File: src/hdl/bus_pkg.sv
package bus_pkg;
  localparam int NUM_SLAVES = 3;
  localparam int CMD_DEPTH  = 2;
  localparam int DATA_DEPTH = 4;

  typedef enum logic [1:0] {
    CMD_READ     = 2'd0,  // Non-posted, no data.
    CMD_WRITE    = 2'd1,  // Posted, with data.
    CMD_WRITE_NP = 2'd2   // Non-posted, with data.
  } cmd_e;

  typedef logic [3:0]  id_t;
  typedef logic [15:0] addr_t;
  typedef logic [3:0]  len_t;  // Beats minus one.
  typedef logic [31:0] data_t;

  // FIFO pointer and occupancy widths.
  typedef logic [$clog2(CMD_DEPTH)-1:0]    cmd_ptr_t;
  typedef logic [$clog2(CMD_DEPTH+1)-1:0]  cmd_cnt_t;
  typedef logic [$clog2(DATA_DEPTH)-1:0]   data_ptr_t;
  typedef logic [$clog2(DATA_DEPTH+1)-1:0] data_cnt_t;

  function automatic logic has_data(cmd_e cmd);
    return cmd != CMD_READ;
  endfunction

  function automatic logic is_non_posted(cmd_e cmd);
    return cmd != CMD_WRITE;
  endfunction
endpackage

File: src/hdl/arb_pkg.sv
package arb_pkg;
  localparam int PTR_WIDTH = 2;

  // One bit per slave; also used for one-hot grants and selects.
  typedef logic [bus_pkg::NUM_SLAVES-1:0] req_t;

  typedef logic [PTR_WIDTH-1:0] ptr_t;  // Last winner index.
endpackage

File: src/hdl/request_fifo.sv
module request_fifo (
  input  logic            i_clk,
  input  logic            i_rst_n,
  input  logic            i_cmd_valid,
  input  bus_pkg::cmd_e   i_cmd,
  input  bus_pkg::id_t    i_id,
  input  bus_pkg::addr_t  i_addr,
  input  bus_pkg::len_t   i_len,
  output logic            o_cmd_accept,
  input  logic            i_data_valid,
  input  bus_pkg::data_t  i_data,
  input  logic            i_data_last,
  output logic            o_data_accept,
  output logic            o_cmd_valid,
  output bus_pkg::cmd_e   o_cmd,
  output bus_pkg::id_t    o_id,
  output bus_pkg::addr_t  o_addr,
  output bus_pkg::len_t   o_len,
  input  logic            i_cmd_ready,
  output logic            o_data_valid,
  output bus_pkg::data_t  o_data,
  output logic            o_data_last,
  input  logic            i_data_ready
);
  bus_pkg::cmd_e      cmd_mem  [bus_pkg::CMD_DEPTH];
  bus_pkg::id_t       id_mem   [bus_pkg::CMD_DEPTH];
  bus_pkg::addr_t     addr_mem [bus_pkg::CMD_DEPTH];
  bus_pkg::len_t      len_mem  [bus_pkg::CMD_DEPTH];
  bus_pkg::data_t     data_mem [bus_pkg::DATA_DEPTH];
  logic               last_mem [bus_pkg::DATA_DEPTH];
  bus_pkg::cmd_ptr_t  cmd_wptr;
  bus_pkg::cmd_ptr_t  cmd_rptr;
  bus_pkg::cmd_cnt_t  cmd_count;
  bus_pkg::data_ptr_t data_wptr;
  bus_pkg::data_ptr_t data_rptr;
  bus_pkg::data_cnt_t data_count;
  logic               cmd_push;
  logic               cmd_pop;
  logic               data_push;
  logic               data_pop;

  assign o_cmd_accept  = i_cmd_valid && (cmd_count != bus_pkg::cmd_cnt_t'(bus_pkg::CMD_DEPTH));
  assign o_data_accept = i_data_valid &&
                         (data_count != bus_pkg::data_cnt_t'(bus_pkg::DATA_DEPTH));
  assign o_cmd_valid   = cmd_count != '0;
  assign o_data_valid  = data_count != '0;

  assign cmd_push  = i_cmd_valid && o_cmd_accept;
  assign cmd_pop   = o_cmd_valid && i_cmd_ready;
  assign data_push = i_data_valid && o_data_accept;
  assign data_pop  = o_data_valid && i_data_ready;

  assign o_cmd       = cmd_mem[cmd_rptr];  // Head of queue.
  assign o_id        = id_mem[cmd_rptr];
  assign o_addr      = addr_mem[cmd_rptr];
  assign o_len       = len_mem[cmd_rptr];
  assign o_data      = data_mem[data_rptr];
  assign o_data_last = last_mem[data_rptr];

  always_ff @(posedge i_clk) begin
    if (cmd_push) begin
      cmd_mem[cmd_wptr]  <= i_cmd;
      id_mem[cmd_wptr]   <= i_id;
      addr_mem[cmd_wptr] <= i_addr;
      len_mem[cmd_wptr]  <= i_len;
    end
    if (data_push) begin
      data_mem[data_wptr] <= i_data;
      last_mem[data_wptr] <= i_data_last;
    end
  end

  always_ff @(posedge i_clk or negedge i_rst_n) begin
    if (!i_rst_n) begin
      cmd_wptr  <= '0;
      cmd_rptr  <= '0;
      cmd_count <= '0;
    end else begin
      if (cmd_push) begin
        cmd_wptr <= (cmd_wptr == bus_pkg::cmd_ptr_t'(bus_pkg::CMD_DEPTH - 1)) ?
                    '0 : cmd_wptr + 1'b1;
      end
      if (cmd_pop) begin
        cmd_rptr <= (cmd_rptr == bus_pkg::cmd_ptr_t'(bus_pkg::CMD_DEPTH - 1)) ?
                    '0 : cmd_rptr + 1'b1;
      end
      case ({cmd_push, cmd_pop})
        2'b10:   cmd_count <= cmd_count + 1'b1;
        2'b01:   cmd_count <= cmd_count - 1'b1;
        default: cmd_count <= cmd_count;  // Idle or push with pop.
      endcase
    end
  end

  always_ff @(posedge i_clk or negedge i_rst_n) begin
    if (!i_rst_n) begin
      data_wptr  <= '0;
      data_rptr  <= '0;
      data_count <= '0;
    end else begin
      if (data_push) begin
        data_wptr <= (data_wptr == bus_pkg::data_ptr_t'(bus_pkg::DATA_DEPTH - 1)) ?
                     '0 : data_wptr + 1'b1;
      end
      if (data_pop) begin
        data_rptr <= (data_rptr == bus_pkg::data_ptr_t'(bus_pkg::DATA_DEPTH - 1)) ?
                     '0 : data_rptr + 1'b1;
      end
      case ({data_push, data_pop})
        2'b10:   data_count <= data_count + 1'b1;
        2'b01:   data_count <= data_count - 1'b1;
        default: data_count <= data_count;
      endcase
    end
  end
endmodule

File: src/hdl/rr_arbiter.sv
module rr_arbiter (
  input  logic          i_clk,
  input  logic          i_rst_n,
  input  arb_pkg::req_t i_request,
  input  logic          i_free,
  output arb_pkg::req_t o_grant
);
  arb_pkg::req_t held_q;
  arb_pkg::req_t search_grant;
  arb_pkg::ptr_t last_q;
  arb_pkg::ptr_t win_idx;

  // Rotating priority, starting just after the last winner.
  always_comb begin : search
    int idx;
    search_grant = '0;
    for (int k = 1; k <= bus_pkg::NUM_SLAVES; k++) begin
      idx = (int'(last_q) + k) % bus_pkg::NUM_SLAVES;
      if ((search_grant == '0) && i_request[idx]) begin
        search_grant[idx] = 1'b1;
      end
    end
  end

  assign o_grant = (held_q != '0) ? held_q : search_grant;  // Locked result wins.

  always_comb begin
    win_idx = last_q;
    for (int k = 0; k < bus_pkg::NUM_SLAVES; k++) begin
      if (o_grant[k]) begin
        win_idx = arb_pkg::ptr_t'(k);
      end
    end
  end

  always_ff @(posedge i_clk or negedge i_rst_n) begin
    if (!i_rst_n) begin
      held_q <= '0;
      last_q <= arb_pkg::ptr_t'(bus_pkg::NUM_SLAVES - 1);  // Slave 0 wins first.
    end else if (i_free) begin
      held_q <= '0;
      last_q <= win_idx;
    end else if (held_q == '0) begin
      held_q <= search_grant;  // Lock a fresh grant.
    end
  end
endmodule

File: src/hdl/request_switch.sv
module request_switch (
  input  logic            i_clk,
  input  logic            i_rst_n,
  input  logic            i_mcmd_valid  [bus_pkg::NUM_SLAVES],
  input  bus_pkg::cmd_e   i_mcmd        [bus_pkg::NUM_SLAVES],
  input  bus_pkg::id_t    i_mid         [bus_pkg::NUM_SLAVES],
  input  bus_pkg::addr_t  i_maddr       [bus_pkg::NUM_SLAVES],
  input  bus_pkg::len_t   i_mlen        [bus_pkg::NUM_SLAVES],
  output logic            o_scmd_accept [bus_pkg::NUM_SLAVES],
  input  logic            i_mdata_valid [bus_pkg::NUM_SLAVES],
  input  bus_pkg::data_t  i_mdata       [bus_pkg::NUM_SLAVES],
  input  logic            i_mdata_last  [bus_pkg::NUM_SLAVES],
  output logic            o_sdata_accept[bus_pkg::NUM_SLAVES],
  output logic            o_mcmd_valid,
  output bus_pkg::cmd_e   o_mcmd,
  output bus_pkg::id_t    o_mid,
  output bus_pkg::addr_t  o_maddr,
  output bus_pkg::len_t   o_mlen,
  input  logic            i_scmd_accept,
  output logic            o_mdata_valid,
  output bus_pkg::data_t  o_mdata,
  output logic            o_mdata_last,
  input  logic            i_sdata_accept,
  output arb_pkg::req_t   o_response_select,
  input  logic            i_response_ack
);
  logic           f_cmd_valid  [bus_pkg::NUM_SLAVES];
  bus_pkg::cmd_e  f_cmd        [bus_pkg::NUM_SLAVES];
  bus_pkg::id_t   f_id         [bus_pkg::NUM_SLAVES];
  bus_pkg::addr_t f_addr       [bus_pkg::NUM_SLAVES];
  bus_pkg::len_t  f_len        [bus_pkg::NUM_SLAVES];
  logic           f_cmd_ready  [bus_pkg::NUM_SLAVES];
  logic           f_data_valid [bus_pkg::NUM_SLAVES];
  bus_pkg::data_t f_data       [bus_pkg::NUM_SLAVES];
  logic           f_data_last  [bus_pkg::NUM_SLAVES];
  logic           f_data_ready [bus_pkg::NUM_SLAVES];
  arb_pkg::req_t  request;
  arb_pkg::req_t  grant;
  logic           free;
  logic           response_idle;
  logic           cmd_done_q;
  logic           data_done_q;
  logic           cmd_open;
  logic           data_open;
  logic           sel_cmd_valid;
  logic           sel_data_valid;
  logic           cmd_ack;
  logic           cmd_data_ack;
  logic           data_last_ack;

  for (genvar g = 0; g < bus_pkg::NUM_SLAVES; g++) begin : g_slave
    request_fifo i_request_fifo (
      .i_clk         (i_clk),
      .i_rst_n       (i_rst_n),
      .i_cmd_valid   (i_mcmd_valid[g]),
      .i_cmd         (i_mcmd[g]),
      .i_id          (i_mid[g]),
      .i_addr        (i_maddr[g]),
      .i_len         (i_mlen[g]),
      .o_cmd_accept  (o_scmd_accept[g]),
      .i_data_valid  (i_mdata_valid[g]),
      .i_data        (i_mdata[g]),
      .i_data_last   (i_mdata_last[g]),
      .o_data_accept (o_sdata_accept[g]),
      .o_cmd_valid   (f_cmd_valid[g]),
      .o_cmd         (f_cmd[g]),
      .o_id          (f_id[g]),
      .o_addr        (f_addr[g]),
      .o_len         (f_len[g]),
      .i_cmd_ready   (f_cmd_ready[g]),
      .o_data_valid  (f_data_valid[g]),
      .o_data        (f_data[g]),
      .o_data_last   (f_data_last[g]),
      .i_data_ready  (f_data_ready[g])
    );

    assign request[g]      = f_cmd_valid[g] && response_idle;  // Masked while waiting.
    assign f_cmd_ready[g]  = grant[g] && cmd_open && i_scmd_accept;
    assign f_data_ready[g] = grant[g] && data_open && i_sdata_accept;
  end

  rr_arbiter i_rr_arbiter (
    .i_clk     (i_clk),
    .i_rst_n   (i_rst_n),
    .i_request (request),
    .i_free    (free),
    .o_grant   (grant)
  );

  // One-hot mux of the granted FIFO heads.
  always_comb begin
    sel_cmd_valid  = 1'b0;
    sel_data_valid = 1'b0;
    o_mcmd         = bus_pkg::CMD_READ;
    o_mid          = '0;
    o_maddr        = '0;
    o_mlen         = '0;
    o_mdata        = '0;
    o_mdata_last   = 1'b0;
    for (int i = 0; i < bus_pkg::NUM_SLAVES; i++) begin
      if (grant[i]) begin
        sel_cmd_valid  = f_cmd_valid[i];
        sel_data_valid = f_data_valid[i];
        o_mcmd         = f_cmd[i];
        o_mid          = f_id[i];
        o_maddr        = f_addr[i];
        o_mlen         = f_len[i];
        o_mdata        = f_data[i];
        o_mdata_last   = f_data_last[i];
      end
    end
  end

  // One command per access, and data only for an access that carries it.
  assign cmd_open  = response_idle && !cmd_done_q;
  assign data_open = !data_done_q &&
                     (cmd_done_q || (sel_cmd_valid && bus_pkg::has_data(o_mcmd)));

  assign o_mcmd_valid  = sel_cmd_valid && cmd_open;
  assign o_mdata_valid = sel_data_valid && data_open;

  assign cmd_ack       = o_mcmd_valid && i_scmd_accept;
  assign cmd_data_ack  = cmd_ack && bus_pkg::has_data(o_mcmd);
  assign data_last_ack = o_mdata_valid && i_sdata_accept && o_mdata_last;

  assign free = (cmd_ack && !bus_pkg::has_data(o_mcmd)) ||
                (cmd_data_ack && (data_last_ack || data_done_q)) ||
                (data_last_ack && cmd_done_q);

  always_ff @(posedge i_clk or negedge i_rst_n) begin
    if (!i_rst_n) begin
      cmd_done_q  <= 1'b0;
      data_done_q <= 1'b0;
    end else if (free) begin
      cmd_done_q  <= 1'b0;
      data_done_q <= 1'b0;
    end else begin
      if (cmd_data_ack) begin
        cmd_done_q <= 1'b1;  // Waiting for the last beat.
      end
      if (data_last_ack) begin
        data_done_q <= 1'b1;  // Burst ran ahead of its command.
      end
    end
  end

  assign response_idle = o_response_select == '0;

  always_ff @(posedge i_clk or negedge i_rst_n) begin
    if (!i_rst_n) begin
      o_response_select <= '0;
    end else if (i_response_ack) begin
      o_response_select <= '0;
    end else if (cmd_ack && bus_pkg::is_non_posted(o_mcmd)) begin
      o_response_select <= grant;
    end
  end
endmodule

File: config.mk
export PLATFORM = sky130hd
export DESIGN_NAME = request_switch
export DESIGN_NICKNAME = d
export VERILOG_FILES = /design/src/hdl/bus_pkg.sv /design/src/hdl/arb_pkg.sv /design/src/hdl/request_fifo.sv /design/src/hdl/rr_arbiter.sv /design/src/hdl/request_switch.sv
export SDC_FILE = /design/constraint.sdc
export NUM_CORES = 1
export LEC_CHECK = 0
export BUFFER_PORTS_ARGS = -buffer_cell sky130_fd_sc_hd__buf_2
export CAP_MARGIN = 15
export CORE_MARGIN = 3
export CORE_UTILIZATION = 48
export CTS_BUF_LIST = sky130_fd_sc_hd__clkbuf_8
export CTS_CLUSTER_SIZE = 25
export DETAILED_ROUTE_END_ITERATION = 8
export GPL_ROUTABILITY_DRIVEN = 1
export PLACE_DENSITY = 0.66
export SLEW_MARGIN = 20
export SYNTH_ARGS = -nofsm -noshare
export SYNTH_HDL_FRONTEND = slang
export SYNTH_SLANG_ARGS = --single-unit
File: constraint.sdc
create_clock -name i_clk -period 12.2 [get_ports i_clk]
set_input_delay 0.61 -clock i_clk [delete_from_list [all_inputs] [get_ports i_clk]]
set_output_delay 0.61 -clock i_clk [all_outputs]
set_load 0.01 [all_outputs]
==> results.cfg <==
[sta]
rsz0062_at_grt = no
worst_pin_slew_ns = 0.952
drv_slew = 0
holdWs_ns = 0.125
period_share_pct = 49.2
setup_violations = 0
max_slew_margin_pct = 36.5
fmax_mhz = 167
hold_viol = 0
tns_ns = 0
clock_skew_ns = 0.0428
period_needed_ns = 6.00

[synth]
synth_edf_count = 552
synthesis.nets = 1459
synth_largest_area_cell = edfxtp_1
synth_cells = 1243
synth.most_common_cell = edfxtp_1
synth.distinct_cells = 66
ys.warnings.count = 0
synth_ff_type = edfxtp_1
ys_ff_latch = 595
synthesis.area_sq_um = 23700
synth.top_cell.area_share_pct = 70.0
postSynthAreaPerCell_sq_um = 19.1
seq_area_frac_synth_pct = 74.5
synth.top_cells.by_count = edfxtp_1 (552), mux4_2 (99), nor2_1 (91), clkbuf_1 (57), mux2i_1 (53)
synth_area_leaders = edfxtp_1 (70%), mux4_2 (9.4%), dfrtp_1 (4.4%)
async_flop_share_pct = 7.23

[worst_setup_path]
r2r_end = g_slave[2].i_request_fifo.data_count[2]$_DFFE_PN0P_
cp-start-kind = flop
cp_max_fo = 65
criticalPathCategory = reg -> out
r2r_slack_ns = 7.13
r2r_cells = 19
required_ns = 11.59
critPathCaptureType = output port
arrival_ns = 5.39
worstReg2RegStart = i_rr_arbiter.last_q[0]$_DFFE_PN0P_

[global_routing]
grt_max_degree = 66
grt_first_pass_wirelength_um = 79600
grt_pass1_vias = 13200
grt_usage_pct = 20.3
grt_overflow = 0
antenna_found_initial = 27

[clocking]
clkSlewWorstSetupHoldPaths_ns = 0.06
cts_tree = yes
cts_resized = 0
cts-buffers-inserted = 96
cts_sinks = 595
cts_root_buf = clkbuf_8
clock_latency_ns = 0.67
cts_setup_buffers = 0
clockBufferDepth = 3
h-tree-depth = 3

[power]
switchingPower_w = 0.00275
leakagePower_nw = 9.85
combinationalPowerShare_pct = 40.2
sw_frac_of_total_pct = 37.0
power_density_nw_per_um2 = 270
vdd_drop_max_v = 0.000189
clockPowerShare_pct = 21.0
share_seq_of_total_power_pct = 38.8
p_int_w = 0.00469

[floorplanning]
core-area_sq_um = 48200
die_area_sq_um = 52100
start_util_pct = 49.1
row_count = 80
die_h_um = 228
io_pins = 258
die-width_um = 228

[routing]
vias = 12600
drc_errors = 0
wirelength_um = 53000
drt_first_pass_iters = 5
wire_per_inst_um = 23.0
dr.first_iter.drc_count = 793
routed_via_density = 5.46
ant_nets = 0

[hold_path]
hold_path_class = in -> reg
worstHoldStart = i_response_ack
min_to = o_response_select[0]$_DFFE_PN0P_
holdPathStages = 2

[finish]
fin_nets = 1771
stdcell_area_sq_um = 27500
stdcell_count = 2306
drive_above_1_share_pct = 33.8
area_growth_pct = 16.2
fin_util_pct = 57.1

[placed_design]
place_inst = 2112
postPlaceCellArea_sq_um = 25700
gp_congestion = 0.859
port-buffer-count = 257
hpwl_um = 33900

[job]
maxCapViolations = 0

[outcome]
status = finished clean
area by class of cell:
class | count | area (sq um)
Multi-Input combinational cell | 543 | 5640
Fill cell | 3782 | 20700
Inverter | 35 | 131
Antenna cell | 17 | 42.5
Timing Repair Buffer | 284 | 1490
Clock inverter | 79 | 424
Clock buffer | 97 | 1340
Tap cell | 656 | 821
Sequential cell | 595 | 17700
routing by layer:
layer | global-route usage, % | wire length, um | vias to the layer above | share of wire, %
li1 | - | - | 5675 | -
met1 | 25.6 | 20900 | 6357 | 40
met2 | 33.3 | 26400 | 416 | 50
met3 | 5.64 | 3690 | 127 | 7.0
met4 | 8.98 | 1770 | 22 | 3.3
met5 | 0 | 144 | - | 0.27
worst max-delay path, cell delays in order, from the launching register on:
cell and delay, ns:
dfrtp_1 0.38, inv_1 0.09, ha_1 0.46, nor4_4 0.40
a2111oi_0 0.13, a41o_1 0.25, a21oi_1 0.28, o31a_2 0.63
buf_4 0.71, nand2_1 0.76, o221ai_1 0.40, buf_2 0.19
worst max path at each step:
stage	slack [ns]	from	endpoint
floorplan	7.99	i_rr_arbiter.last_q[1]$_DFFE_PN1P_	g_slave[2].i_request_fifo.data_count[2]$_DFFE_PN0P_
global placement	7.03	i_rr_arbiter.last_q[1]$_DFFE_PN1P_	o_maddr[12]
detailed placement	6.84	i_rr_arbiter.last_q[0]$_DFFE_PN0P_	o_mid[0]
CTS	6.06	i_rr_arbiter.last_q[0]$_DFFE_PN0P_	o_mid[0]
global route	5.70	i_rr_arbiter.last_q[0]$_DFFE_PN0P_	o_maddr[10]
finish	6.20	i_rr_arbiter.last_q[0]$_DFFE_PN0P_	o_maddr[8]
placed cells by master (no fill, tap or decap), types with 15 or more instances in the layout:
master      n
o221ai_1   24
buf_2     256
mux4_2     99
dfrtp_1    39
mux2_2     26
nand3_1    25
clkinv_1   33
inv_1      60
xnor2_1    15
diode_2    17
ha_1       25
buf_4      27
mux2i_1    53
edfxtp_1  552
a221oi_1   32
clkbuf_8   97
nor2_1     88
stage by stage:
stage	setup WS (ns)	power, W
after global routing	5.70	0.00787
after detailed placement	6.84	0.00597
final	6.20	0.00744
after CTS	6.06	0.00755
after global placement	7.03	0.00592
after floorplan	7.99	0.00489
logic make-up (layout without fill, tap and decap cells):
| kind of cell | count (synthesis) | after routing | share of synthesized area, % |
|---|---|---|---|
| buffers and inverters | 105 | 495 | 1.84 |
| muxes | 184 | 184 | 13.2 |
| other | 0 | 17 | 0 |
| adders and majority gates | 28 | 28 | 1.57 |
| and+or+nand+nor | 187 | 187 | 3.86 |
| xor gates and xnor gates | 24 | 24 | 0.887 |
| AOI/OAI and AO/OA | 120 | 120 | 4.17 |
| DFF | 595 | 595 | 74.5 |
power by group through the flow:
stage               sequential [W]  combinational (W)  clock [W]
floorplan                  0.00287            0.00202          0
global placement           0.00290            0.00301          0
detailed placement         0.00293            0.00303          0
CTS                        0.00289            0.00304    0.00161
global route               0.00293            0.00323    0.00171
finish                     0.00289            0.00299    0.00157
flip-flops by register name, indices dropped and copies added (netlist names):
signal	count
i_rr_arbiter.held_q	3
g_slave.i_request_fifo.data_wptr	6
g_slave.i_request_fifo.id_mem	24
g_slave.i_request_fifo.data_count	9
g_slave.i_request_fifo.last_mem	12
o_response_select	3
i_rr_arbiter.last_q	2
g_slave.i_request_fifo.addr_mem	96
g_slave.i_request_fifo.cmd_rptr	3
g_slave.i_request_fifo.data_rptr	6
g_slave.i_request_fifo.cmd_count	6
g_slave.i_request_fifo.data_mem	384
g_slave.i_request_fifo.cmd_wptr	3
g_slave.i_request_fifo.len_mem	24
cmd_done_q	1
data_done_q	1
g_slave.i_request_fifo.cmd_mem	12
what timing repair did:
| action | 4_1_cts | 5_1_grt |
|---|---|---|
| endpoints found under the hold margin | 0 | 42 |
| hold buffers | 0 | 1 |
| setup endpoints to repair | 0 | 0 |
Power figures use the tool's default switching activity.
